$ cat config.mk
export PLATFORM = sky130hd
export DESIGN_NAME = clk_enable_gen
export DESIGN_NICKNAME = d
export VERILOG_FILES = /design/src/rtl/video_pkg.sv /design/src/rtl/clk_enable_gen.sv
export VERILOG_INCLUDE_DIRS = /design/src /design/src/rtl
export SDC_FILE = /design/constraint.sdc
export NUM_CORES = 1
export LEC_CHECK = 0
export ABC_AREA = 1
export BUFFER_PORTS_ARGS = -buffer_cell sky130_fd_sc_hd__buf_2
export CAP_MARGIN = 20
export CORE_AREA = 2 2 39 41
export CTS_CLUSTER_DIAMETER = 60
export DETAILED_ROUTE_END_ITERATION = 10
export DIE_AREA = 0 0 41 43
export PLACE_DENSITY = 0.54
export SYNTH_ARGS = -nofsm -noshare
export SYNTH_HDL_FRONTEND = slang
export SYNTH_SLANG_ARGS = --single-unit
export TNS_END_PERCENT = 50
$ cat constraint.sdc
create_clock -name i_EMU_MCLK -period 1.1 [get_ports i_EMU_MCLK]
set_input_delay 0.055 -clock i_EMU_MCLK [delete_from_list [all_inputs] [get_ports i_EMU_MCLK]]
set_output_delay 0.055 -clock i_EMU_MCLK [all_outputs]
set_load 0.01 [all_outputs]
$ cat src/rtl/video_config.svh
`ifndef VIDEO_CONFIG_SVH
`define VIDEO_CONFIG_SVH

// Raster geometry in 6 MHz pixels and lines
`define VID_H_TOTAL     384     // Pixels per line
`define VID_V_TOTAL     264     // Lines per frame
`define VID_V_ACTIVE    224     // Visible lines, blank from here on

// Scroll RAM and tile VRAM share one address width
`define VID_RAM_AW      11

// Enable pattern length in 18 MHz enables
`define VID_CEN_DIV     6

// Pixel phase within a 4 pixel group, from h[1:0]
`define VID_CPU_SLOT    2'd0    // CPU owns the RAMs
`define VID_GFX_SLOT    2'd2    // Graphics fetch owns the RAMs

`endif

$ cat src/rtl/video_pkg.sv
`default_nettype none

`include "video_config.svh"

package video_pkg;

    // Clock enables, all active low, valid for one MCLK
    typedef struct packed {
        logic               p9_n;       // 9 MHz rising edge
        logic               n9_n;       // 9 MHz falling edge
        logic               p6_n;       // 6 MHz rising edge, pixel advance
        logic               n6_n;       // 6 MHz falling edge
    } cen_t;

    // Pixel position
    typedef struct packed {
        logic   [8:0]       v_cnt;
        logic   [8:0]       h_cnt;
    } raster_t;

    // Memory slot strobes
    typedef struct packed {
        logic               time1;      // Read latch enable, high
        logic               time2;      // Write enable, low
        logic               vrtime;     // Video read time, low
        logic               champx;     // Slot mux phase, low at slot start
    } slot_t;

    // 68000 style bus request
    typedef struct packed {
        logic               req;
        logic               rw;         // 1 = read
        logic               uds_n;
        logic               lds_n;
        logic   [14:0]      addr;       // Word address
        logic   [15:0]      wdata;
    } cpu_req_t;

    // Chip selects, one low per request
    typedef struct packed {
        logic               vzcs_n;     // Scroll RAM
        logic               vcs1_n;     // Tile VRAM
    } cpu_cs_t;

    typedef struct packed {
        logic   [`VID_RAM_AW-1:0] addr;
        logic               we_u_n;     // Upper lane write, low
        logic               we_l_n;     // Lower lane write, low
    } ram_ctrl_t;

    // One graphics-slot fetch result
    typedef struct packed {
        logic               valid;
        logic   [`VID_RAM_AW-1:0] vram_addr;
        logic   [15:0]      tile_word;
        logic   [7:0]       scroll_val;
    } fetch_t;

endpackage

`default_nettype wire

$ cat src/rtl/clk_enable_gen.sv
`timescale 1ns/1ps
`default_nettype none

`include "video_config.svh"

module clk_enable_gen
(
    input   wire                i_EMU_MCLK,
    input   wire                i_arst_n,
    input   wire                i_EMU_CLK18MNCEN_n,
    output  video_pkg::cen_t    o_cen
);

localparam int CNT_W = $clog2(`VID_CEN_DIV);
localparam logic [CNT_W-1:0] LAST_PHASE = CNT_W'(`VID_CEN_DIV - 1);

logic   [CNT_W-1:0] phase_cnt;      // Position in the six enable cycle
logic   [3:0]       cen_pattern;    // {9P, 9N, 6P, 6N}, low = active next enable

// Pattern loaded now shows up on the following 18 MHz enable
always_ff @(posedge i_EMU_MCLK or negedge i_arst_n)
begin
    if(!i_arst_n)
    begin
        phase_cnt   <= LAST_PHASE;  // First enable wraps to phase 0
        cen_pattern <= 4'b1111;     // Nothing active
    end
    else if(!i_EMU_CLK18MNCEN_n)
    begin
        phase_cnt <= (phase_cnt == LAST_PHASE) ? '0 : phase_cnt + 1'b1;

        case(phase_cnt)
            0:       cen_pattern <= 4'b0110; // 9P and 6N
            1:       cen_pattern <= 4'b1001; // 9N and 6P
            2:       cen_pattern <= 4'b0111; // 9P only
            3:       cen_pattern <= 4'b1010; // 9N and 6N
            4:       cen_pattern <= 4'b0101; // 9P and 6P
            5:       cen_pattern <= 4'b1011; // 9N only
            default: cen_pattern <= 4'b1111;
        endcase
    end
end

// Qualified by the 18 MHz enable, so each lasts one MCLK
assign o_cen = video_pkg::cen_t'(cen_pattern | {4{i_EMU_CLK18MNCEN_n}});

endmodule

`default_nettype wire

* After elaboration in Yosys (flattened, before gate mapping)
Cells that the tools add are included.
Cells by class: $add $sub $neg 1, eq/ne operators 5, muxes and demuxes 2, bitwise gates (word level) 1, reductions and logical operators 1
Operator list (number):
- $pmux 4 s6 | 1
- $eq 3x2->1 const B | 2
- $eq 3x3->1 const B | 2
- $or 4x4->4 | 1
- $add 3x1->3 const B | 1
- $eq 3x1->1 const B | 1
- $logic_not 3->1 | 1
- $mux 3 | 1
Word-level totals: flip-flop bits (word level) 7, bits of input ports 3, output and inout port bits 4, logic and storage cells 12

* Logic depth before layout (Yosys ltp)
depth in word-level cells 2, gate-level depth with buffers 5, mapped depth without buffers 5

* Least setup slack after synthesis
No wires, ideal clock.
path type register to register, start point register phase_cnt[0], end point register phase_cnt[1], library setup time 0.126 ns, data arrival time 0.763 ns, required time 0.974 ns, path slack 0.211 ns, stages on the path, launching flop included 4, path buffers 0, period minus slack after synthesis 0.889 ns, cell sequence dfstp_2 > inv_2 > nor2_1 > o21ai_0
On the way: word-level cells in the longest chain between the ends 2, elaborated cells on any way between the ends 3, classes of those cells 1 x add/sub; 1 x eq/ne; 1 x mux
Ends and longest elaborated chain:
- from (decl) | RTL line clk_enable_gen.sv:17 | logic [CNT_W-1:0] phase_cnt;
- from (signal assigned) | RTL line clk_enable_gen.sv:30 | phase_cnt <= (phase_cnt == LAST_PHASE) ? '0 : phase_cnt + 1'b1;
- $add 3x1->3 / $eq 3x3->1 (equally long branches) | RTL line clk_enable_gen.sv:30
- $mux 3 * | RTL line clk_enable_gen.sv:30
Every way passes the cells marked *; elsewhere a longest branch is shown, timed or not. A chain may end at the register's enable or synchronous reset.

==> results_dict.tcl <==
set metrics [dict create \
    status "finished clean" \
    hold_violations 0 \
    synth_top_family_by_area "simple AND/OR/NAND/NOR gates" \
    cp.depth 2 \
    post_dp_cell_area_sq_um 414 \
    utilization_pct 32.5 \
    ir_worst_vdd_mv 0.690 \
    synth_common_cells "nand2_1, dfstp_2, inv_1" \
    timing.final.ws_setup_ns 0.0694 \
    crit_buf_inv 1 \
    dp_hpwl_um 472 \
    clk_pin_slew_worst_paths_ns 0.05 \
    period_minus_slack_ns 1.03 \
    io_pins 7 \
    firstDrtPassIters 3 \
    drv_slew 0 \
    pre_cts_slack_ns 0.165 \
    worstSetupStartpointType "flop" \
    skew_ns 0.00428 \
    clock.fmax_mhz 970 \
    fillCellCount 143 \
    cts_sinks 7 \
    drcViolationCount 0 \
    crit_start "cen_pattern[3]" \
    cts-htree-levels 1 \
    io_buffers 6 \
    relSlewSlack_pct 84.1 \
    viasPerCell 4.43 \
    multi_input_area_sq_um 150 \
    start_util_pct 27.1 \
    rr_startpoint "phase_cnt[0]" \
    yosys.area.top_type "dfstp_2" \
    diodes 0 \
    tightest_slew_ns 0.238 \
    reg2reg_setup_slack_ns 0.16 \
    yosys_register_bits 7 \
    yosysWarningCount 0 \
    tritoncts "built" \
    rsz0062_at_grt "no" \
    core_area_sq_um 1380 \
    grt_pass1_vias 287 \
    power_density_nw_per_um2 2290 \
    layout-drive-gt1-share_pct 48.1 \
    async_flop_share_pct 100 \
    synthDistinctLibCells 17 \
    yosysMostFrequentCell "nand2_1" \
    cts_buffers 3 \
    drv_cap 0 \
    grt_pass1_wl_um 1110 \
    synthAdderAreaFrac_pct 0 \
    drt_iter0_drc 1 \
    cp-endpoint "o_cen[3]" \
    path_max_fanout 2 \
    detail_route.wirelength_um 624 \
    syn_nets 47 \
    cts_resized 0 \
    syn_area_per_cell_sq_um 8.53 \
    vias 310 \
    netlist_area_sq_um 375 \
    syn_inst 44 \
    p_leak_nw 0.216 \
    final_cells 70 \
    critPathKind "flop to output port" \
    final_nets 58 \
    r2r_cells 3 \
    slowest_delay_ns 0.52 \
    final-seq-area_sq_um 183 \
    hold_depth 3 \
    setup_viol 0 \
    fin_crit_sh_pct 93.7 \
    dieWidth_um 41 \
    cts.path.max_buffers 2 \
    muxShareOfSynthArea_pct 0 \
    antenna_found_initial 0 \
    final_area_sq_um 450 \
    synth-edff-count 0 \
    cpMaxStageDelayCell "dfstp_2" \
    netlist.area_leader.share_pct 42.0 \
    end_kind "output port" \
    cp_cell_sequence "or2_1 -> buf_2" \
    synth_xor_area_share_pct 0 \
    place_inst 65 \
    synth_area_leaders "dfstp_2, nand2_1, dfrtp_1" \
    ant_nets 0 \
    path_delay_family "flip-flops" \
    row_count 14 \
    synthToLayoutAreaGrowth_pct 20.0 \
    rr_endpoint "phase_cnt[1]" \
    synth_flop_cell "dfstp_2" \
    grt_max_degree 10 \
    die_h_um 43 \
    yosysSeqAreaShare_pct 48.7 \
    cp.arrival_ns 0.98 \
    overflow 0 \
    gp_congestion 0.813 \
    synthSimpleGateAreaFrac_pct 33.7 \
    clk_latency_ns 0.25 \
    cp.required_ns 1.04 \
    synth_compound_area_share_pct 6.33 \
    die_area_sq_um 1760 \
    clock-root-buffer "clkbuf_4" \
    grt_usage_pct 10.1 \
    tns_ns 0 \
    hp-class "input pin to flop" \
    routedWlPerCell_um 8.91 \
]
## worst reg2reg max path: stages, from the launching register on
cell and delay, ns:
dfstp_2 0.55, inv_2 0.07, nor2_1 0.12, o21ai_0 0.08
## layout make-up
class	instances	area share [%]
multi-input cells	29	33.3
inverters	7	6.94
flip-flops and latches	7	40.6
clock buffers	4	5.83
repair buffers	7	8.89
well taps	16	4.44
## timing repair
item	in CTS	in global routing
setup endpoints to repair	0	0
hold endpoints to repair	7	0
hold buffers	1	0
buffers inserted	0	0
## logic make-up (layout without fill, tap and decap cells)
| family | Yosys count | in the layout |
|---|---|---|
| AOI/OAI and AO/OA | 4 | 4 |
| DFF | 7 | 7 |
| and+or+nand+nor | 25 | 25 |
| buffers and inverters | 8 | 18 |
## sequential cells by signal (all words and copies together) (netlist names)
register and count:
cen_pattern 4, phase_cnt 3
## per-layer routing
metal  GRT usage, %  share of wire [%]  vias to the layer above
met1           11.8                 48                      143
met5              0                  0                        -
met4           12.0                7.1                        0
met2           13.4                 41                        8
met3           1.57                3.8                        5
li1               -                  -                      154
## layout by cell type (no fill, tap or decap)
master and n:
dfrtp_1 1, nand3_1 1, inv_1 4, nor2_2 3
a31oi_1 1, inv_6 1, dlygate4sd3_1 1, o21ai_0 2
clkbuf_4 3, or2_1 1, buf_2 6, nand2_1 13
clkbuf_1 1, inv_2 2, a22oi_1 1, nor2_4 1
dfstp_2 6, nand2_2 3, nand3_2 1, nor2_1 2
## metrics by stage
stage	hold slack (ns)	power, mW
global placement	-0.106	0.799
global route	0.161	1.12
detailed placement	-0.101	0.800
floorplan	-0.241	0.723
finish	0.126	1.03
CTS	0.120	1.05
## where the power goes
part	internal [mW]	switching [mW]	leakage, nW	total (mW)
logic	0.127	0.183	0.125	0.311
clock network	0.139	0.100	0.0150	0.239
registers	0.405	0.0778	0.0755	0.483
total	0.671	0.362	0.216	1.03
## worst min-delay path by stage
stage / start / end / slack [ns]
2_1_floorplan: i_arst_n / phase_cnt[1] / -0.24
3_3_place_gp: i_arst_n / phase_cnt[1] / -0.11
3_5_place_dp: i_arst_n / phase_cnt[1] / -0.10
4_1_cts: i_EMU_CLK18MNCEN_n / phase_cnt[0] / 0.12
5_1_grt: i_EMU_CLK18MNCEN_n / phase_cnt[0] / 0.16
6_report: i_EMU_CLK18MNCEN_n / phase_cnt[0] / 0.13
(Power assumes the default switching activity.)
