### src/rtl/video_config.svh
`ifndef VIDEO_CONFIG_SVH
`define VIDEO_CONFIG_SVH

// Raster geometry in 6 MHz pixels and lines
`define VID_H_TOTAL     384     // Pixels per line
`define VID_V_TOTAL     264     // Lines per frame
`define VID_V_ACTIVE    224     // Visible lines, blank from here on

// Scroll RAM and tile VRAM share one address width
`define VID_RAM_AW      11

// Enable pattern length in 18 MHz enables
`define VID_CEN_DIV     6

// Pixel phase within a 4 pixel group, from h[1:0]
`define VID_CPU_SLOT    2'd0    // CPU owns the RAMs
`define VID_GFX_SLOT    2'd2    // Graphics fetch owns the RAMs

`endif

### src/rtl/video_pkg.sv
`default_nettype none

`include "video_config.svh"

package video_pkg;

    // Clock enables, all active low, valid for one MCLK
    typedef struct packed {
        logic               p9_n;       // 9 MHz rising edge
        logic               n9_n;       // 9 MHz falling edge
        logic               p6_n;       // 6 MHz rising edge, pixel advance
        logic               n6_n;       // 6 MHz falling edge
    } cen_t;

    // Pixel position
    typedef struct packed {
        logic   [8:0]       v_cnt;
        logic   [8:0]       h_cnt;
    } raster_t;

    // Memory slot strobes
    typedef struct packed {
        logic               time1;      // Read latch enable, high
        logic               time2;      // Write enable, low
        logic               vrtime;     // Video read time, low
        logic               champx;     // Slot mux phase, low at slot start
    } slot_t;

    // 68000 style bus request
    typedef struct packed {
        logic               req;
        logic               rw;         // 1 = read
        logic               uds_n;
        logic               lds_n;
        logic   [14:0]      addr;       // Word address
        logic   [15:0]      wdata;
    } cpu_req_t;

    // Chip selects, one low per request
    typedef struct packed {
        logic               vzcs_n;     // Scroll RAM
        logic               vcs1_n;     // Tile VRAM
    } cpu_cs_t;

    typedef struct packed {
        logic   [`VID_RAM_AW-1:0] addr;
        logic               we_u_n;     // Upper lane write, low
        logic               we_l_n;     // Lower lane write, low
    } ram_ctrl_t;

    // One graphics-slot fetch result
    typedef struct packed {
        logic               valid;
        logic   [`VID_RAM_AW-1:0] vram_addr;
        logic   [15:0]      tile_word;
        logic   [7:0]       scroll_val;
    } fetch_t;

endpackage

`default_nettype wire

### src/rtl/mem_slot_timer.sv
`timescale 1ns/1ps
`default_nettype none

module mem_slot_timer
(
    input   wire                        i_EMU_MCLK,
    input   wire                        i_arst_n,
    input   wire                        i_EMU_CLK18MNCEN_n,
    input   wire video_pkg::cen_t       i_cen,
    input   wire video_pkg::raster_t    i_raster,
    output  video_pkg::slot_t           o_slot
);

logic           dff_1hf;    // 1H delayed one pixel, high on even pixels
logic   [3:0]   sr_slot;    // [3] is the first stage
logic           clk6m_lvl;  // Rebuilt 6 MHz clock level

// 1HF flip-flop
always_ff @(posedge i_EMU_MCLK or negedge i_arst_n)
begin
    if(!i_arst_n)
        dff_1hf <= 1'b0;
    else if(!i_cen.p6_n)
        dff_1hf <= i_raster.h_cnt[0];
end

// Four stage shifter on the 18 MHz enable
always_ff @(posedge i_EMU_MCLK or negedge i_arst_n)
begin
    if(!i_arst_n)
        sr_slot <= 4'b0000;
    else if(!i_EMU_CLK18MNCEN_n)
        sr_slot <= {dff_1hf, sr_slot[3:1]};
end

// Low between the 6 MHz falling and rising enables
always_ff @(posedge i_EMU_MCLK or negedge i_arst_n)
begin
    if(!i_arst_n)
        clk6m_lvl <= 1'b1;
    else if(!i_cen.n6_n)
        clk6m_lvl <= 1'b0;
    else if(!i_cen.p6_n)
        clk6m_lvl <= 1'b1;
end

// Strobe decode, last third of an even pixel for TIME1/TIME2
assign o_slot.time1  = ~(~dff_1hf | clk6m_lvl);    // NOR
assign o_slot.time2  = ~(dff_1hf & sr_slot[2]);     // NAND
assign o_slot.vrtime = ~(dff_1hf & ~sr_slot[3]);    // First third of even pixel
assign o_slot.champx = sr_slot[2] | sr_slot[1];     // OR, low first two thirds

endmodule

`default_nettype wire

### config.mk
export PLATFORM = sky130hd
export DESIGN_NAME = mem_slot_timer
export DESIGN_NICKNAME = d
export VERILOG_FILES = /design/src/rtl/video_pkg.sv /design/src/rtl/mem_slot_timer.sv
export VERILOG_INCLUDE_DIRS = /design/src /design/src/rtl
export SDC_FILE = /design/constraint.sdc
export NUM_CORES = 1
export LEC_CHECK = 0
export BUFFER_PORTS_ARGS = -buffer_cell sky130_fd_sc_hd__buf_2
export CORE_AREA = 2 2 39 41
export DETAILED_ROUTE_END_ITERATION = 8
export DIE_AREA = 0 0 41 43
export PLACE_DENSITY = 0.53
export REMOVE_ABC_BUFFERS = 1
export SYNTH_ARGS = -nofsm -noshare
export SYNTH_HDL_FRONTEND = slang
export SYNTH_SLANG_ARGS = --single-unit
### constraint.sdc
create_clock -name i_EMU_MCLK -period 0.9 [get_ports i_EMU_MCLK]
set_input_delay 0.09 -clock i_EMU_MCLK [delete_from_list [all_inputs] [get_ports i_EMU_MCLK]]
set_output_delay 0.09 -clock i_EMU_MCLK [all_outputs]
set_load 0.005 [all_outputs]
After elaboration in Yosys (flattened, before gate mapping)

Index checks and enable logic that the tools add are counted.

Flip-flop bits (word level): 6
Output and inout port bits: 4
Word-level logic and storage cells: 15

Equality and inequality tests: 1
Multiplexer cells: 2
Bitwise logic cells: 9

Operators by type and width:

| kind                                 | count |
|---|---|
| 1-bit inverter                       | 5 |
| 1-bit bitwise AND                    | 2 |
| 1-bit two-way mux                    | 2 |
| 2-bit != test, second input constant | 1 |
| 1-bit OR                             | 2 |

Depth between registers and ports, before layout

Depth after elaboration: 3
Mapped depth: 2
Depth with buffers taken out: 2

Least setup slack after synthesis

OpenSTA, ideal clock, no wires.

Path kind: register -> register
Start: register dff_1hf
End: register sr_slot[3]
Library setup time: 0.127 ns
Data arrival time: 0.649 ns
Data required time: 0.773 ns
Setup slack: 0.124 ns
Stages on the path, launching flop included: 2
Path through: dfrtp_1 > mux2_1

RTL lines:

| what                   | RTL line             | source |
|---|---|---|
| from (decl)            | mem_slot_timer.sv:14 | `logic dff_1hf;` |
| from (signal assigned) | mem_slot_timer.sv:24 | `dff_1hf <= i_raster.h_cnt[0];` |
| to (signal assigned)   | mem_slot_timer.sv:33 | `sr_slot <= {dff_1hf, sr_slot[3:1]};` |
| to (decl)              | mem_slot_timer.sv:15 | `logic [3:0] sr_slot;` |

No word-level cell between the ends.

Final worst setup path

Start: register dff_1hf
End: register sr_slot[3]

No word-level cell between the ends.

==> summary.txt <==
Place
  • Cells after DPL: 40
  • Pre-CTS setup slack: 0.08999 ns
  • Count of input and output buffers: 9
  • Placer's final routability congestion estimate: between 0.5 and 0.6

Critical path
  • Startpoint types: register
  • Critical Path Sink Type: register
  • Worst setup path start: dff_1hf
  • Worst path required time: 1.02 ns
  • Worst Path Arrival: 1.16 ns
  • Start-to-end type of the worst setup path: reg2reg
  • Critical R2R Launch: dff_1hf
  • Critical Path Fanout Max: 4

Global routing
  • Number of global-route vias before repair: between 150 and 200
  • Overall track demand over capacity in global routing: 6.559%
  • Grt ovf: 0
  • Initial antenna violation count: 0
  • Global-route wire length before repair: 669 um
  • Pin count of the biggest net entering global routing: 6

Timing
  • Headroom to the max-slew limit: 89.99%
  • RSZ-0062 raised after global routing: yes
  • Timing-limited maximum frequency: 966.6 MHz
  • Max Transition Viols Final: 0
  • Min setup slack post-route: -0.1346 ns
  • Final critical delay including setup and external delays: 1.035 ns
  • Count of endpoints failing hold in the final timing report: 0
  • Count of endpoints failing setup in the final report: 7
  • Period utilisation layout: 115.0%
  • Final setup skew: just over 0.005 ns
  • Worst Max-Slew Pin Slew: 0.1502 ns

Drt
  • Final Routed Wirelength: 464 um
  • WL per Instance: 9.280 um
  • Routed vias: ~180
  • Post-detailed-route via-to-cell ratio: 3.560
  • Detailed Routing Iterations Pass 1: 2
  • Initial DRC Count: 5
  • DRC violation count after routing: 0
  • Antenna violation net count after detailed routing: 0

Yosys
  • Part of the Yosys area used for sequential elements: between 60% and 70%
  • Portion of synthesized cell area occupied by the leading cell type: 48.78%
  • Fraction of synthesis flops using an asynchronous set or reset pin: 100.0%
  • Post-synthesis instance area: 205.2 um^2
  • Post-synth EDFFs: 0
  • Dominant register cell in the synthesized netlist: sky130_fd_sc_hd__dfrtp_1
  • Mean instance size in the synthesized netlist: 13.68 um^2
  • Yosys Warn Count: 0
  • Area leader, netlist: sky130_fd_sc_hd__dfrtp_1
  • Most used standard cells in the synthesized netlist: sky130_fd_sc_hd__dfrtp_1, sky130_fd_sc_hd__mux2_1
  • Post-synthesis instance total: 15
  • Dominant cell by count in the synthesized netlist: sky130_fd_sc_hd__dfrtp_1
  • Top cells by area, synth: sky130_fd_sc_hd__dfrtp_1, sky130_fd_sc_hd__mux2_1, sky130_fd_sc_hd__dfstp_2
  • Netlist cell types: 10
  • #FFs+latches synth: 5

Floorplanning
  • Number of I/O pins: 29
  • Core region area: 1384 um^2
  • Die area: 1763 um^2
  • Initial standard-cell utilization of the core: 14.83%
  • Chip width: 41 um
  • Floorplan die height: 43 um
  • Floorplan row count: 14

Final layout
  • Antenna diodes: 0
  • Relative area change from synthesis to final layout: 78.66%
  • Layout cell share with drive strength beyond 1: 64.71%
  • Final nets: 60
  • Final std cells w/o fill: 50

Power
  • Net switching component of the power: 0.0001643 W
  • PwrDens: 1964 nW/um^2
  • Sequential share of power: 39.2%
  • Leakage power summed over all cells: 0.1848 nW
  • Total internal power: 0.0005556 W
  • Switching share of total power: 22.83%
  • Logic pwr share: between 20% and 30%
  • Maximum VDD drop: approximately 1.1 mV
  • Clock network fraction of total power: roughly 35%
  • Overall power consumption: just over 0.0007 W

Outcome
  • Violated checks: negative setup slack
  • Status: complete, but fails checks

Clock tree
  • Clock sinks: 5
  • Buffer type at the clock tree root: sky130_fd_sc_hd__clkbuf_4
  • Clock transition at path regs: 0.04 ns
  • Clock latency of the later-clocked register in the worst-skew pair: 0.24 ns
  • TritonCTS clock tree: yes
  • TritonCTS Buffers: 3
  • Deepest level of the CTS H-tree: 1
  • Bufs on Longest Clock Path: 2

Min path
  • Worst hold path startpoint: i_cen[1]
  • Min-delay worst type: in2reg

Flow run
  • Number of max-cap violations: 0
## routing by layer
metal | vias to the layer above | track usage [%] | share of wire, %
li1 | 89 | - | -
met3 | 2 | 7.853 | 11
met1 | 77 | 6.536 | 51
met5 | - | 0 | 0
met4 | 0 | 4.000 | 1.3
met2 | 10 | 7.500 | 36
## worst max-delay path, stage by stage, from the launching register on
cell and delay [ns]:
sky130_fd_sc_hd__dfrtp_1 0.41, sky130_fd_sc_hd__buf_4 0.15, sky130_fd_sc_hd__buf_6 0.10, sky130_fd_sc_hd__mux2_4 0.25
## through the flow
step / instance area, um^2 / utilization, % / hold WS, ns / TNS [ns]
6_report: 366.6 / 26.49 / 0.02134 / -0.6732
5_1_grt: 366.6 / 26.49 / 0.01410 / -0.9225
4_1_cts: 350.3 / 25.32 / 0.009630 / -0.4491
3_5_place_dp: 270.3 / 19.53 / -0.09047 / 0
3_3_place_gp: 270.3 / 19.53 / -0.08995 / 0
2_1_floorplan: 205.2 / - / -0.2056 / 0
## cell type report
type	count	area (um^2)
clock buffer	4	26.28
multi-input combinational	9	93.84
tap	16	20.02
timing repair buffer	15	96.34
sequential	5	126.4
fill	153	1017
inverter	1	3.754
## worst paths after layout
check                             end  slack (ns)  cells after the start
min in group asynchronous  sr_slot[2]        0.19                      2
min                         clk6m_lvl        0.02                      2
max reg2reg                sr_slot[3]       -0.13                      3
max in group asynchronous   clk6m_lvl        0.49                      2
max                        sr_slot[3]       -0.13                      3
min reg2reg                 clk6m_lvl        0.48                      2
## power by group through the flow
stage / clock [W] / combinational, W / sequential [W]
after floorplan: 0 / 0.0000489 / 0.000281
after global placement: 0 / 0.0000910 / 0.000289
after detailed placement: 0 / 0.0000942 / 0.000288
after CTS: 0.000269 / 0.000162 / 0.000280
after global routing: 0.000288 / 0.000203 / 0.000286
final: 0.000255 / 0.000183 / 0.000282
## cells in the final DEF (no fill, tap or decap), types with 3 or more instances in the layout
cell                       n
sky130_fd_sc_hd__buf_2     9
sky130_fd_sc_hd__buf_4     4
sky130_fd_sc_hd__clkbuf_4  3
sky130_fd_sc_hd__dfrtp_1   4
sky130_fd_sc_hd__mux2_4    3
## repair_timing
| action | 4_1_cts | 5_1_grt |
|---|---|---|
| setup buffers | 4 | 2 |
| gates cloned | 0 | 0 |
| resized for setup | 4 | 2 |
| hold endpoints to repair | 5 | 0 |
| hold buffers | 1 | 0 |
| setup endpoints to repair | 4 | 8 |
## logic make-up (layout without fill, tap and decap cells)
group                  Yosys count  in the layout  synth area share (%)
multiplexers                     4              4                 21.95
AO/OA/AOI/OAI                    1              1                 3.660
buffers and inverters            1             20                 1.828
AND/OR/NAND/NOR                  4              4                 10.98
flip-flops                       5              5                 61.59
## sequential cells by signal (all words and copies together) (netlist names)
register and count:
sr_slot 3, dff_1hf 1, clk6m_lvl 1
Power figures use the tool's default switching activity.
