File: config.mk
export PLATFORM = sky130hd
export DESIGN_NAME = gfx_fetch
export DESIGN_NICKNAME = d
export VERILOG_FILES = /design/src/rtl/video_pkg.sv /design/src/rtl/gfx_fetch.sv
export VERILOG_INCLUDE_DIRS = /design/src /design/src/rtl
export SDC_FILE = /design/constraint.sdc
export NUM_CORES = 1
export LEC_CHECK = 0
export ABC_AREA = 1
export BUFFER_PORTS_ARGS = -buffer_cell sky130_fd_sc_hd__buf_2
export CAP_MARGIN = 5
export CORE_MARGIN = 3
export CORE_UTILIZATION = 42
export CTS_BUF_LIST = sky130_fd_sc_hd__clkbuf_4
export CTS_CLUSTER_DIAMETER = 150
export DETAILED_ROUTE_END_ITERATION = 8
export PLACE_DENSITY = 0.88
export REMOVE_ABC_BUFFERS = 1
export SYNTH_ARGS = -nofsm -noshare
export SYNTH_HDL_FRONTEND = slang
export SYNTH_SLANG_ARGS = --single-unit
File: constraint.sdc
create_clock -name i_EMU_MCLK -period 2.9 [get_ports i_EMU_MCLK]
set_input_delay 0.29 -clock i_EMU_MCLK [delete_from_list [all_inputs] [get_ports i_EMU_MCLK]]
set_output_delay 0.29 -clock i_EMU_MCLK [all_outputs]
set_load 0.03 [all_outputs]
File: src/rtl/video_config.svh
`ifndef VIDEO_CONFIG_SVH
`define VIDEO_CONFIG_SVH

// Raster geometry in 6 MHz pixels and lines
`define VID_H_TOTAL     384     // Pixels per line
`define VID_V_TOTAL     264     // Lines per frame
`define VID_V_ACTIVE    224     // Visible lines, blank from here on

// Scroll RAM and tile VRAM share one address width
`define VID_RAM_AW      11

// Enable pattern length in 18 MHz enables
`define VID_CEN_DIV     6

// Pixel phase within a 4 pixel group, from h[1:0]
`define VID_CPU_SLOT    2'd0    // CPU owns the RAMs
`define VID_GFX_SLOT    2'd2    // Graphics fetch owns the RAMs

`endif

File: src/rtl/video_pkg.sv
`default_nettype none

`include "video_config.svh"

package video_pkg;

    // Clock enables, all active low, valid for one MCLK
    typedef struct packed {
        logic               p9_n;       // 9 MHz rising edge
        logic               n9_n;       // 9 MHz falling edge
        logic               p6_n;       // 6 MHz rising edge, pixel advance
        logic               n6_n;       // 6 MHz falling edge
    } cen_t;

    // Pixel position
    typedef struct packed {
        logic   [8:0]       v_cnt;
        logic   [8:0]       h_cnt;
    } raster_t;

    // Memory slot strobes
    typedef struct packed {
        logic               time1;      // Read latch enable, high
        logic               time2;      // Write enable, low
        logic               vrtime;     // Video read time, low
        logic               champx;     // Slot mux phase, low at slot start
    } slot_t;

    // 68000 style bus request
    typedef struct packed {
        logic               req;
        logic               rw;         // 1 = read
        logic               uds_n;
        logic               lds_n;
        logic   [14:0]      addr;       // Word address
        logic   [15:0]      wdata;
    } cpu_req_t;

    // Chip selects, one low per request
    typedef struct packed {
        logic               vzcs_n;     // Scroll RAM
        logic               vcs1_n;     // Tile VRAM
    } cpu_cs_t;

    typedef struct packed {
        logic   [`VID_RAM_AW-1:0] addr;
        logic               we_u_n;     // Upper lane write, low
        logic               we_l_n;     // Lower lane write, low
    } ram_ctrl_t;

    // One graphics-slot fetch result
    typedef struct packed {
        logic               valid;
        logic   [`VID_RAM_AW-1:0] vram_addr;
        logic   [15:0]      tile_word;
        logic   [7:0]       scroll_val;
    } fetch_t;

endpackage

`default_nettype wire

File: src/rtl/gfx_fetch.sv
`timescale 1ns/1ps
`default_nettype none

`include "video_config.svh"

module gfx_fetch
(
    input   wire                        i_EMU_MCLK,
    input   wire                        i_arst_n,
    input   wire video_pkg::cen_t       i_cen,
    input   wire video_pkg::raster_t    i_raster,
    input   wire video_pkg::slot_t      i_slot,
    input   wire [7:0]                  i_scroll_dout,
    input   wire [15:0]                 i_vram_dout,
    output  logic [`VID_RAM_AW-1:0]     o_gfx_addr,
    output  video_pkg::fetch_t          o_fetch
);

logic                       gfx_slot;
logic                       rd_pend;    // VRTIME seen in this graphics slot
logic                       latch_now;
logic                       fetch_valid;
logic   [`VID_RAM_AW-1:0]   fetch_addr;
logic   [15:0]              tile_q;
logic   [7:0]               scroll_q;

// Tile row from v[7:3], tile column from h[8:3]
assign o_gfx_addr = {i_raster.v_cnt[7:3], i_raster.h_cnt[8:3]};
assign gfx_slot   = (i_raster.h_cnt[1:0] == `VID_GFX_SLOT);
assign latch_now  = rd_pend & ~i_cen.p6_n; // Pixel boundary ending the slot

always_ff @(posedge i_EMU_MCLK or negedge i_arst_n)
begin
    if(!i_arst_n)
    begin
        rd_pend     <= 1'b0;
        fetch_valid <= 1'b0;
    end
    else
    begin
        fetch_valid <= latch_now; // Single MCLK pulse
        if(latch_now)
            rd_pend <= 1'b0;
        else if(gfx_slot && !i_slot.vrtime)
            rd_pend <= 1'b1;
    end
end

// Address still this slot's at the latch edge
always_ff @(posedge i_EMU_MCLK)
begin
    if(latch_now)
    begin
        fetch_addr <= o_gfx_addr;
        tile_q     <= i_vram_dout;
        scroll_q   <= i_scroll_dout;
    end
end

assign o_fetch = '{valid:      fetch_valid,
                   vram_addr:  fetch_addr,
                   tile_word:  tile_q,
                   scroll_val: scroll_q};

endmodule

`default_nettype wire

; Yosys cells after proc, flatten, opt, wreduce, memory -nomap -nowiden
; Cells that the tools add are included.
[word_totals]
regBits = 37
input_bits = 52
elab_cells = 13
[classes]
n_eq_ne = 1
mux = 2
bitwise_logic = 2
n_reduce_logical = 3
[op_table]
columns = operator, count
row1 = $eq A2 B2 Y1 const B, 1
row2 = $mux W1, 2
row3 = $reduce_bool A2 Y1, 1
row4 = $and A1 B1 Y1, 1
row5 = $logic_and A1 B1 Y1, 1
row6 = $logic_not A1 Y1, 1
row7 = $not A1 Y1, 1

; Longest topological paths before layout
[depth]
word_depth = 4
mapped_depth = 3
ltp_nobuf = 3

; Least setup slack after synthesis
; No wires, ideal clock.
[synth_timing]
path_kind = register to register
from = reg rd_pend
to = reg fetch_addr[0], enable pin
setup_ns = 0.401
arrival_time_ns = 1.304
required_ns = 2.499
setup_slack_ns = 1.196
stages_incl_launch_ff = 3
n_path_buf = 0
path_cell_list = dfrtp_1 inv_2 nor2_2
[synth_between]
elab_chain_cells = 1
[synth_lines]
columns = item, line_no
row1 = start: declaration, gfx_fetch.sv:20  ; logic rd_pend;
row2 = start signal: assignment, gfx_fetch.sv:36  ; rd_pend <= 1'b0;
row3 = start signal: assignment, gfx_fetch.sv:43  ; rd_pend <= 1'b0;
row4 = start signal: assignment, gfx_fetch.sv:45  ; rd_pend <= 1'b1;
row5 = $and A1 B1 Y1, gfx_fetch.sv:30  ; assign latch_now = rd_pend & ~i_cen.p6_n;
row6 = named net latch_now, gfx_fetch.sv:21  ; logic latch_now;
row7 = end signal: assignment, gfx_fetch.sv:54  ; fetch_addr <= o_gfx_addr;
row8 = end: declaration, gfx_fetch.sv:23  ; logic [`VID_RAM_AW-1:0] fetch_addr;
; The timed path passes the listed nets, and every way through them passes these cells.
; A chain may end at the register's enable or synchronous reset.

; Final worst setup path
[layout_timing]
from = reg rd_pend
to = reg tile_q[1], enable pin
[layout_between]
elab_chain_cells = 1
[layout_lines]
columns = item, line_no
row1 = $and A1 B1 Y1, gfx_fetch.sv:30
row2 = named net latch_now, gfx_fetch.sv:21
row3 = end signal: assignment, gfx_fetch.sv:55  ; tile_q <= i_vram_dout;
row4 = end: declaration, gfx_fetch.sv:24  ; logic [15:0] tile_q;
; The timed path passes the listed nets, and every way through them passes these cells.

==> impl_results.md <==
- Crit path kind: reg -> reg
- EDFF count, synth: 35
- Ys flop type: edfxtp_1
- Compound-gate portion of the synthesized area: 0.00411
- RSZ-0062 raised after global routing: false
- Core area: 2610 µm²
- Placed insts: 160
- Setup_tns: 0 ns
- Post-layout minimum cycle time: 1.50 ns
- #FFs+latches synth: 37
- Max rail drop VDD: 0.551 mV
- Drt pass-1 iters: 4
- # hold bufs at CTS: 1
- Least-Margin Pin Slew: 0.943 ns
- CTS sink count: 37
- Cell taking the most area after synthesis: edfxtp_1
- Vias/cell: 4.53
- Max Cap Viol: 0
- Ranking of synthesized cells by area: edfxtp_1 (86%), buf_4 (7.4%), dfrtp_1 (4.1%), nor2_2 (0.51%), a21oi_1 (0.41%)
- CP max stage delay: 0.71 ns
- TritonCTS clock tree: built
- Drt total wl: 2510 µm
- Startpoint type of the worst setup path: flip-flop
- Top post-synthesis cells by count: edfxtp_1 (35), buf_4 (12), dfrtp_1 (2)
- Sequential power share: 0.491
- Mean Syn Cell Area: 22.2 µm²
- Worst-case reg-to-reg path depth: 2
- Simple-Gate Fraction of Synth Area: 0.00924
- Int Power: 1.01 mW
- CP endpoint kind: flip-flop
- Routed wire per std cell: 14.7 µm
- Placement Cell Area: 1610 µm²
- DIE AREA: 3580 µm²
- Async S/R FF share, synth: 0.0541
- Initial antenna violation count: 1
- Period utilisation layout: 0.518
- Worst Min Path Start: i_vram_dout[6]
- First-pass GRT wire length: 3750 µm
- H-tree Lvls: 2
- CTS max path bufs: 2
- Fin nets: 190
- Sw frac: 0.282
- P_sw: 0.398 mW
- Crit path max fanout: 37
- Reg2reg start: rd_pend
- Residual DRC: 0
- P_leak: 0.768 nW
- Die height: 59.9 µm
- Pwr/cell area: 820 nW/µm²
- Synth Area in Adders: 0
- Clk_skew: 0.00443 ns
- Max Transition Viols Final: 0
- Area of the mapped netlist: 1220 µm²
- Hold WC Path Type: in -> reg
- Final setup vio count: 0
- I/O Pins: 99
- GRT overflow: 0
- Critical path, cell by cell: inv_2, nor2_4
- Largest net degree at the start of global routing: 38
- Req. time, crit path: 2.86 ns
- Overall fraction of global-route tracks in use: 0.153
- Worst-Skew Late Latency: 0.33 ns
- Max Fclk: 666 MHz
- Worst Setup SP: rd_pend
- Initial core utilization: 0.466
- Vias: 770
- Clock power share: 0.302
- GP Congestion: 0.685
- Yosys warning total: 0
- Worst path slowest cell: nor2_4
- Main combinational cell family by area after synthesis: buffers and inverters
- Post-Syn Instances: 55
- PostCTS Resize Cnt: 0
- Top cell type's share of synthesized area: 0.862
- Row cnt: 18
- Worst rel slew slack: 0.370
- Routed Antenna Nets: 0
- Hold WS: 0.127 ns
- Synth cell types: 9
- Multiplexer share of the synthesized area: 0
- Layout cells sized above 1: 0.698
- Combinational fraction of design power: 0.207
- Final hold violation count: 0
- WP data arrival: 1.46 ns
- Number of global-route vias before repair: 811
- Worst Hold Depth: 1
- Sequential share of the synthesized area: 0.903
- Design Area, Final: 1720 µm²
- Postcts setup bufs: 0
- CTS clk-pin slew, worst paths: 0.11 ns
- Status: finished, final reports clean
- PortBufs: 87
- DP Wirelength: 1930 µm
- Num CTS Buffers: 5
- Synth-to-Final Area Change: 41.3%
- Root Driver: clkbuf_4
- Die width: 59.9 µm
- Initial DRC count: 11
- Xor/xnor share of the synthesized area: 0
- Count leader, synth: edfxtp_1
- Final Non-Filler Cells: 170
[flip-flops by register name, indices dropped and copies added (netlist names)]
register / cells
tile_q: 16
fetch_addr: 11
scroll_q: 8
fetch_valid: 1
rd_pend: 1
[per-layer routing]
| layer | track usage | part of all wire | routed length, µm | vias to the layer above |
|---|---|---|---|---|
| li1 | - | - | - | 358 |
| met1 | 0.151 | 0.32 | 806 | 335 |
| met2 | 0.225 | 0.47 | 1170 | 66 |
| met3 | 0.110 | 0.17 | 433 | 11 |
| met4 | 0.104 | 0.040 | 101 | 0 |
| met5 | 0 | 0 | 0 | - |
[cell usage in the layout, fill, tap and decap left out]
| cell | instances |
|---|---|
| buf_2 | 87 |
| edfxtp_1 | 35 |
| clkbuf_4 | 5 |
| bufinv_16 | 2 |
| dfrtp_1 | 2 |
| diode_2 | 1 |
| inv_2 | 1 |
| nor2_4 | 1 |
| inv_1 | 1 |
| clkinv_1 | 1 |
| nand3_1 | 1 |
| a21oi_1 | 1 |
| clkinv_2 | 1 |
| dlygate4sd3_1 | 1 |
[through the flow]
stage / power, mW / util / worst slack [ns]
2_1_floorplan: 0.876 / - / 1.20
3_3_place_gp: 0.991 / 0.615 / 1.40
3_5_place_dp: 0.999 / 0.615 / 1.35
4_1_cts: 1.43 / 0.658 / 1.40
5_1_grt: 1.48 / 0.659 / 1.28
6_report: 1.41 / 0.659 / 1.40
[layout make-up]
| class | count | area (µm²) |
|---|---|---|
| clock inverters | 3 | 65.1 |
| flip-flops and latches | 37 | 1100 |
| diodes | 1 | 2.50 |
| inverters | 3 | 11.3 |
| clock buffers | 5 | 37.5 |
| well taps | 30 | 37.5 |
| multi-input cells | 3 | 21.3 |
| repair buffers | 88 | 445 |
| fillers | 190 | 891 |
[power by group through the flow]
stage	Combinational (mW)	Clock (mW)	Sequential, mW
3_3_place_gp	0.287	0	0.703
4_1_cts	0.294	0.439	0.695
2_1_floorplan	0.0375	0	0.838
6_report	0.292	0.427	0.693
5_1_grt	0.310	0.465	0.701
3_5_place_dp	0.293	0	0.707
[final timing paths]
| check | slack, ns | end |
|---|---|---|
| max in group asynchronous | 2.55 | rd_pend |
| max | 1.40 | tile_q[1] |
| min | 0.13 | tile_q[6] |
| min reg2reg | 0.58 | rd_pend |
| min in group asynchronous | 0.26 | fetch_valid |
| max reg2reg | 1.40 | tile_q[1] |
[cells by family (layout without fill, tap and decap cells)]
logic type / Yosys count / count (layout)
other: 0 / 1
AO/OA/AOI/OAI: 1 / 1
AND/OR/NAND/NOR: 2 / 2
flip-flops: 37 / 37
buffers and inverters: 15 / 99
[critical path: cells and delay by family, from the launching register on]
kind          cells  cell delay (ns)
buf+inv           1             0.06
flops             1             0.36
simple gates      1             0.71
(Power assumes the default switching activity.)
