File: config.mk
export PLATFORM = sky130hd
export DESIGN_NAME = cpu_bus_port
export DESIGN_NICKNAME = d
export VERILOG_FILES = /design/src/rtl/video_pkg.sv /design/src/rtl/cpu_bus_port.sv
export VERILOG_INCLUDE_DIRS = /design/src /design/src/rtl
export SDC_FILE = /design/constraint.sdc
export NUM_CORES = 1
export LEC_CHECK = 0
export BUFFER_PORTS_ARGS = -buffer_cell sky130_fd_sc_hd__buf_4
export CORE_MARGIN = 8
export CORE_UTILIZATION = 32
export CTS_CLUSTER_SIZE = 24
export DETAILED_ROUTE_END_ITERATION = 6
export MAX_ROUTING_LAYER = met4
export PLACE_DENSITY = 0.78
export SLEW_MARGIN = 20
export SYNTH_ARGS = -nofsm -noshare
export SYNTH_HDL_FRONTEND = slang
export SYNTH_SLANG_ARGS = --single-unit
File: constraint.sdc
create_clock -name i_EMU_MCLK -period 3.2 [get_ports i_EMU_MCLK]
set_input_delay 0.8 -clock i_EMU_MCLK [delete_from_list [all_inputs] [get_ports i_EMU_MCLK]]
set_output_delay 0.8 -clock i_EMU_MCLK [all_outputs]
set_load 0.005 [all_outputs]
File: src/rtl/video_config.svh
`ifndef VIDEO_CONFIG_SVH
`define VIDEO_CONFIG_SVH

// Raster geometry in 6 MHz pixels and lines
`define VID_H_TOTAL     384     // Pixels per line
`define VID_V_TOTAL     264     // Lines per frame
`define VID_V_ACTIVE    224     // Visible lines, blank from here on

// Scroll RAM and tile VRAM share one address width
`define VID_RAM_AW      11

// Enable pattern length in 18 MHz enables
`define VID_CEN_DIV     6

// Pixel phase within a 4 pixel group, from h[1:0]
`define VID_CPU_SLOT    2'd0    // CPU owns the RAMs
`define VID_GFX_SLOT    2'd2    // Graphics fetch owns the RAMs

`endif

File: src/rtl/video_pkg.sv
`default_nettype none

`include "video_config.svh"

package video_pkg;

    // Clock enables, all active low, valid for one MCLK
    typedef struct packed {
        logic               p9_n;       // 9 MHz rising edge
        logic               n9_n;       // 9 MHz falling edge
        logic               p6_n;       // 6 MHz rising edge, pixel advance
        logic               n6_n;       // 6 MHz falling edge
    } cen_t;

    // Pixel position
    typedef struct packed {
        logic   [8:0]       v_cnt;
        logic   [8:0]       h_cnt;
    } raster_t;

    // Memory slot strobes
    typedef struct packed {
        logic               time1;      // Read latch enable, high
        logic               time2;      // Write enable, low
        logic               vrtime;     // Video read time, low
        logic               champx;     // Slot mux phase, low at slot start
    } slot_t;

    // 68000 style bus request
    typedef struct packed {
        logic               req;
        logic               rw;         // 1 = read
        logic               uds_n;
        logic               lds_n;
        logic   [14:0]      addr;       // Word address
        logic   [15:0]      wdata;
    } cpu_req_t;

    // Chip selects, one low per request
    typedef struct packed {
        logic               vzcs_n;     // Scroll RAM
        logic               vcs1_n;     // Tile VRAM
    } cpu_cs_t;

    typedef struct packed {
        logic   [`VID_RAM_AW-1:0] addr;
        logic               we_u_n;     // Upper lane write, low
        logic               we_l_n;     // Lower lane write, low
    } ram_ctrl_t;

    // One graphics-slot fetch result
    typedef struct packed {
        logic               valid;
        logic   [`VID_RAM_AW-1:0] vram_addr;
        logic   [15:0]      tile_word;
        logic   [7:0]       scroll_val;
    } fetch_t;

endpackage

`default_nettype wire

File: src/rtl/cpu_bus_port.sv
`timescale 1ns/1ps
`default_nettype none

`include "video_config.svh"

module cpu_bus_port
(
    input   wire                        i_EMU_MCLK,
    input   wire                        i_arst_n,
    input   wire video_pkg::cpu_req_t   i_cpu,
    input   wire video_pkg::cpu_cs_t    i_cs,
    input   wire video_pkg::raster_t    i_raster,
    input   wire video_pkg::slot_t      i_slot,
    input   wire [`VID_RAM_AW-1:0]      i_gfx_addr,
    input   wire [7:0]                  i_scroll_dout,
    input   wire [15:0]                 i_vram_dout,
    output  video_pkg::ram_ctrl_t       o_scroll_ctrl,
    output  video_pkg::ram_ctrl_t       o_vram_ctrl,
    output  logic [15:0]                o_cpu_dout,
    output  logic                       o_cpu_ack
);

logic                       cpu_slot;   // Pixel 0 of each 4 pixel group
logic                       armed;      // Request taken, waiting for strobe
logic                       done;       // Acked, waiting for req to drop
logic                       access;     // Strobe window of an armed cycle
logic                       access_q;
logic                       wr_go;
logic   [`VID_RAM_AW-1:0]   ram_addr;
logic   [15:0]              rd_mux;
logic   [15:0]              rd_latch;

//////////////////////////////////////////////////
// Slot ownership and cycle tracking
//////////////////////////////////////////////////

assign cpu_slot = (i_raster.h_cnt[1:0] == `VID_CPU_SLOT);
assign ram_addr = cpu_slot ? i_cpu.addr[`VID_RAM_AW-1:0] : i_gfx_addr;

// Reads ride TIME1, writes ride TIME2
assign access = i_cpu.req & armed & cpu_slot &
                (i_cpu.rw ? i_slot.time1 : ~i_slot.time2);
assign wr_go  = access & ~i_cpu.rw;

always_ff @(posedge i_EMU_MCLK or negedge i_arst_n)
begin
    if(!i_arst_n)
    begin
        armed    <= 1'b0;
        done     <= 1'b0;
        access_q <= 1'b0;
    end
    else
    begin
        access_q <= access;
        if(o_cpu_ack)
        begin
            armed <= 1'b0;
            done  <= 1'b1;
        end
        else if(!i_cpu.req) // Bus cycle over
        begin
            armed <= 1'b0;
            done  <= 1'b0;
        end
        else if(!armed && !done && cpu_slot && !i_slot.champx)
        begin
            armed <= 1'b1; // Only at slot start, address held all slot
        end
    end
end

// One MCLK after the last write edge or latch edge
assign o_cpu_ack = access_q & ~access & i_cpu.req;

//////////////////////////////////////////////////
// Write strobes
//////////////////////////////////////////////////

assign o_scroll_ctrl = '{addr:   ram_addr,
                         we_u_n: 1'b1, // 8 bit part on the lower lane
                         we_l_n: ~(wr_go & ~i_cs.vzcs_n & ~i_cpu.lds_n)};

assign o_vram_ctrl   = '{addr:   ram_addr,
                         we_u_n: ~(wr_go & ~i_cs.vcs1_n & ~i_cpu.uds_n),
                         we_l_n: ~(wr_go & ~i_cs.vcs1_n & ~i_cpu.lds_n)};

//////////////////////////////////////////////////
// Read path
//////////////////////////////////////////////////

always_comb
begin
    case({i_cs.vzcs_n, i_cs.vcs1_n})
        2'b01:   rd_mux = {8'hFF, i_scroll_dout}; // Upper byte pulled up
        2'b10:   rd_mux = i_vram_dout;
        default: rd_mux = 16'hFFFF;               // Nothing selected
    endcase
end

// TIME1 latch, holds through ack until the next read
always_ff @(posedge i_EMU_MCLK)
begin
    if(access && i_cpu.rw)
        rd_latch <= rd_mux;
end

assign o_cpu_dout = rd_latch;

endmodule

`default_nettype wire

**Yosys cells after proc, flatten, opt, wreduce, memory -nomap -nowiden**

Cells that the tools add are included.

- Equality and inequality tests: 4
- Multiplexer cells: 8
- Bitwise logic cells: 21
- Reduce and logical (&&, ||, !) cells: 8

Operators with widths:

| kind | number |
|---|---|
| $pmux 16 s2 | 1 |
| $and 1x1->1 | 11 |
| $mux 11 | 1 |
| $not 1->1 | 10 |
| $mux 1 | 6 |
| $logic_and 1x1->1 | 4 |
| $logic_not 1->1 | 3 |
| $ne 3x1->1 const B | 1 |
| $eq 2x1->1 const B | 1 |
| $eq 2x2->1 const B | 1 |
| $logic_not 2->1 | 1 |
| $ne 2x1->1 const B | 1 |

- Bits in registers: 19
- Output and inout port bits: 43
- Logic and storage cells: 45

**Longest topological paths before layout**

- Depth after elaboration: 7
- Gate-level depth with buffers: 6
- Gate-level depth less buffers: 4

**Worst setup path after synthesis**

OpenSTA, ideal clock, no wires.

- Path kind: input port to flip-flop
- Start point: in i_raster[1] (netlist name)
- End point: reg rd_latch[0] (netlist: o_cpu_dout[0]), enable pin
- Arrival: 2481 ps
- Required time: 2768 ps
- Setup slack: 288 ps
- Stages: 1
- Buffers on the path: 0
- Path through: nor4_1

- Cells in the longest elaborated chain, start to end: 4

Ends and longest elaborated chain:

| item | RTL line | RTL |
|---|---|---|
| start, declared | cpu_bus_port.sv:12 | `input wire video_pkg::raster_t i_raster,` |
| $logic_not 2->1 (no line) | n/a |  |
| $and 1x1->1 (2 in series) | cpu_bus_port.sv:41 | `assign access = i_cpu.req & armed & cpu_slot &` |
| $logic_and 1x1->1 | cpu_bus_port.sv:104 | `if(access && i_cpu.rw)` |
| end signal, assigned | cpu_bus_port.sv:105 | `rd_latch <= rd_mux;` |
| end, declared | cpu_bus_port.sv:31 | `logic [15:0] rd_latch;` |

No other way between the ends.
A chain may end at the register's enable or synchronous reset.

==> impl_metrics.ini <==
[power_and_ir_drop]
ir_drop_mv = 0.107
p_per_area_nw_per_um2 = 293
leakage_nw = 0.856

[setup_path]
timing_worst_setup_path_type = in2out
cp_slowest_cell = or4b_1
timing.critical_path.from_type = input port
cp_data_required_time_ns = 2.40
worst-endpoint-arrival_ns = 1.99
timing.critical_path.to_type = output port
delay_contributed_by_the_slowest_stage_of_the_critical_path_ns = 0.54
critical_path.max_fanout = 5
critical_path.cell_chain = buf_4, nand2_2, or4b_1, or3_1, buf_4
path_common_cell = buf_4

[finish]
layout.nets = 285
final-instance-count-excl-fill = 232
highest_count_cells_in_the_layout_ignoring_fill_and_taps = 102 x buf_4, 18 x nand2_1, 16 x edfxtp_1, 11 x mux2_2, 8 x a221o_1
antenna-diode-count = 0
layout_commonest_cell = buf_4
final_layout_size_suffix_gt1_frac = 0.661
layout-area-overhead-vs-synth_pct = 67.6

[place]
place_congestion = 0.784
place_ws_ns = 0.402
dp_hpwl_um = 3000
place.detailed.instances = 228
port_buffers = 100

[drt]
vias = 1072
wire_per_inst_um = 14.8
first_pass_iters = 4
average_vias_per_placed_instance = 4.62
drt_first_iter_violations = 22
routed_wl_um = 3420
detail-route-antenna-nets = 0
drc = 0

[clocking]
cts-buffers-inserted = 3
cts_tree = built
post_cts_buffers = 0
cts_buffer_depth = 2
clk_pin_slew_ns = 0.11
cts-htree-levels = 1
clock_latency_ns = 0.29
cts_resized = 0
hold_buffers = 0
clock_sink_count = 19
clockRootBuffer = clkbuf_4

[timing]
grt_setup_unrepaired = false
fin_tns_setup_ns = 0
setup_slack_ns = 0.407
worst_slew_margin_rel = 0.659
finalWorstPathRequiredPeriod_ns = 2.79
tightest_slew_ns = 0.511
max_clock_freq_ghz = 0.358
drv_slew = 0
setup_viol_count_final = 0
layout_worst_path_cycle_share = 0.873
fin_worst_skew_ns = 0.0101
finalHoldViolCount = 0

[synth]
ys_warn_count = 0
yosys.area.top_type_share = 0.435
synth-adder-area-share = 0.0227
yosys-mux-area-fraction = 0.112
synth_compound_gate_area_share = 0.117
synth.area.top_cells = edfxtp_1 43%, mux2_2 11%, buf_4 8.2%, a221o_1 7.2%, dfrtp_1 6.8%
mean_instance_size_in_the_synthesized_netlist_um2 = 11.4
combinational_family_with_the_most_area_after_synthesis = simple AND/OR/NAND/NOR gates
yosys_register_bits = 19
post_synth_num_cell_types = 26
synth-xor-area-share = 0
netlist_area_um2 = 1100
synthSimpleGateAreaFrac = 0.129
synth_sequential_area_ratio = 0.503
number_of_cells_produced_by_synthesis = 97
dominant_cell_type_by_area_after_synthesis = edfxtp_1
synth.net_count = 195

[floorplan]
floorplan.die.height_um = 74.8
design.portCount = 139
die_area_um2 = 5590
initial_core_util = 0.331
core_area_um2 = 3340
num_rows = 21
chipWidth_um = 74.8

[status]
run_status = completed

[grt]
grt_remaining_overflow = 0
first_global_vias = 1236
grt_use_total = 0.124
grt_pass1_wl_um = 5330
largest_net_degree_at_the_start_of_global_routing = 17
grt_antenna_before_repair = 0

[hold_path]
worstHoldPathType = in2async

[run]
timing.max_cap.violations = 0
==> metal layers <==
| layer | global-route usage | vias to the layer above | share of wire |
|---|---|---|---|
| li1 | - | 519 | - |
| met1 | 0.134 | 472 | 0.41 |
| met2 | 0.207 | 79 | 0.45 |
| met3 | 0.0506 | 2 | 0.14 |
| met4 | 0.0326 | 0 | 0.0064 |
| met5 | - | - | 0 |
==> power by group <==
part / leakage (nW) / switching [mW] / total, mW / internal (mW)
clock network: 0.0177 / 0.0688 / 0.115 / 0.0464
logic: 0.654 / 0.0549 / 0.152 / 0.0974
registers: 0.184 / 0.00158 / 0.275 / 0.274
total: 0.856 / 0.125 / 0.543 / 0.417
==> cells in the mapped netlist, drive strengths merged <==
cell	number
nand2	19
edfxtp	16
buf	13
mux2	11
a221o	8
clkbuf	4
inv	4
dfrtp	3
or3	3
ha	2
nor2	2
a2111oi	1
a21oi	1
a31o	1
a31oi	1
and2b	1
conb	1
nor2b	1
nor4	1
nor4b	1
o21ai	1
o2bb2ai	1
or4b	1
==> through the flow <==
stage	utilization	hold slack (ns)	area (um^2)	total power, mW
after floorplan	-	0.489	1100	0.348
after global routing	0.555	0.251	1850	0.574
after detailed placement	0.547	0.535	1820	0.435
after global placement	0.547	0.506	1820	0.430
final	0.555	0.273	1850	0.543
after CTS	0.555	0.263	1850	0.552
==> worst paths after layout <==
check,from,endpoint,slack [ns],cells past startpoint
max in group asynchronous,i_arst_n,access_q,2.82,1
worst max-delay path,i_cpu[34],o_vram_ctrl[0],0.41,5
worst min-delay path,i_arst_n,done,0.27,1
worst max register to register,armed,o_cpu_dout[2],1.89,3
worst min register to register,armed,done,0.55,1
min in group i_EMU_MCLK,armed,done,0.55,1
==> flip-flops by register name (all words and copies together) (netlist names) <==
name	cells
access_q	1
done	1
o_cpu_dout	16
armed	1
==> cells by family (layout without fill, tap and decap cells) <==
logic type,after synthesis,count (layout)
muxes,11,11
and+or+nand+nor,29,29
buffers and inverters,21,110
AOI/OAI and AO/OA,14,14
other,1,1
adders and majority gates,2,2
DFF,19,19
==> area by class of cell <==
cell class                      count  area [um^2]
Fill cell                         293         1490
Timing Repair Buffer              102          766
Sequential cell                    19          556
Multi-Input combinational cell     57          430
Tap cell                           46         57.6
Clock buffer                        3         22.5
Inverter                            4         15.0
Clock inverter                      1         5.00
==> worst max-delay path, delay by kind of cell <==
kind | cells | cell delay (ns)
AND/OR/NAND/NOR | 3 | 0.94
buffers and inverters | 2 | 0.25
No activity file was read; power rests on OpenSTA's default activity.
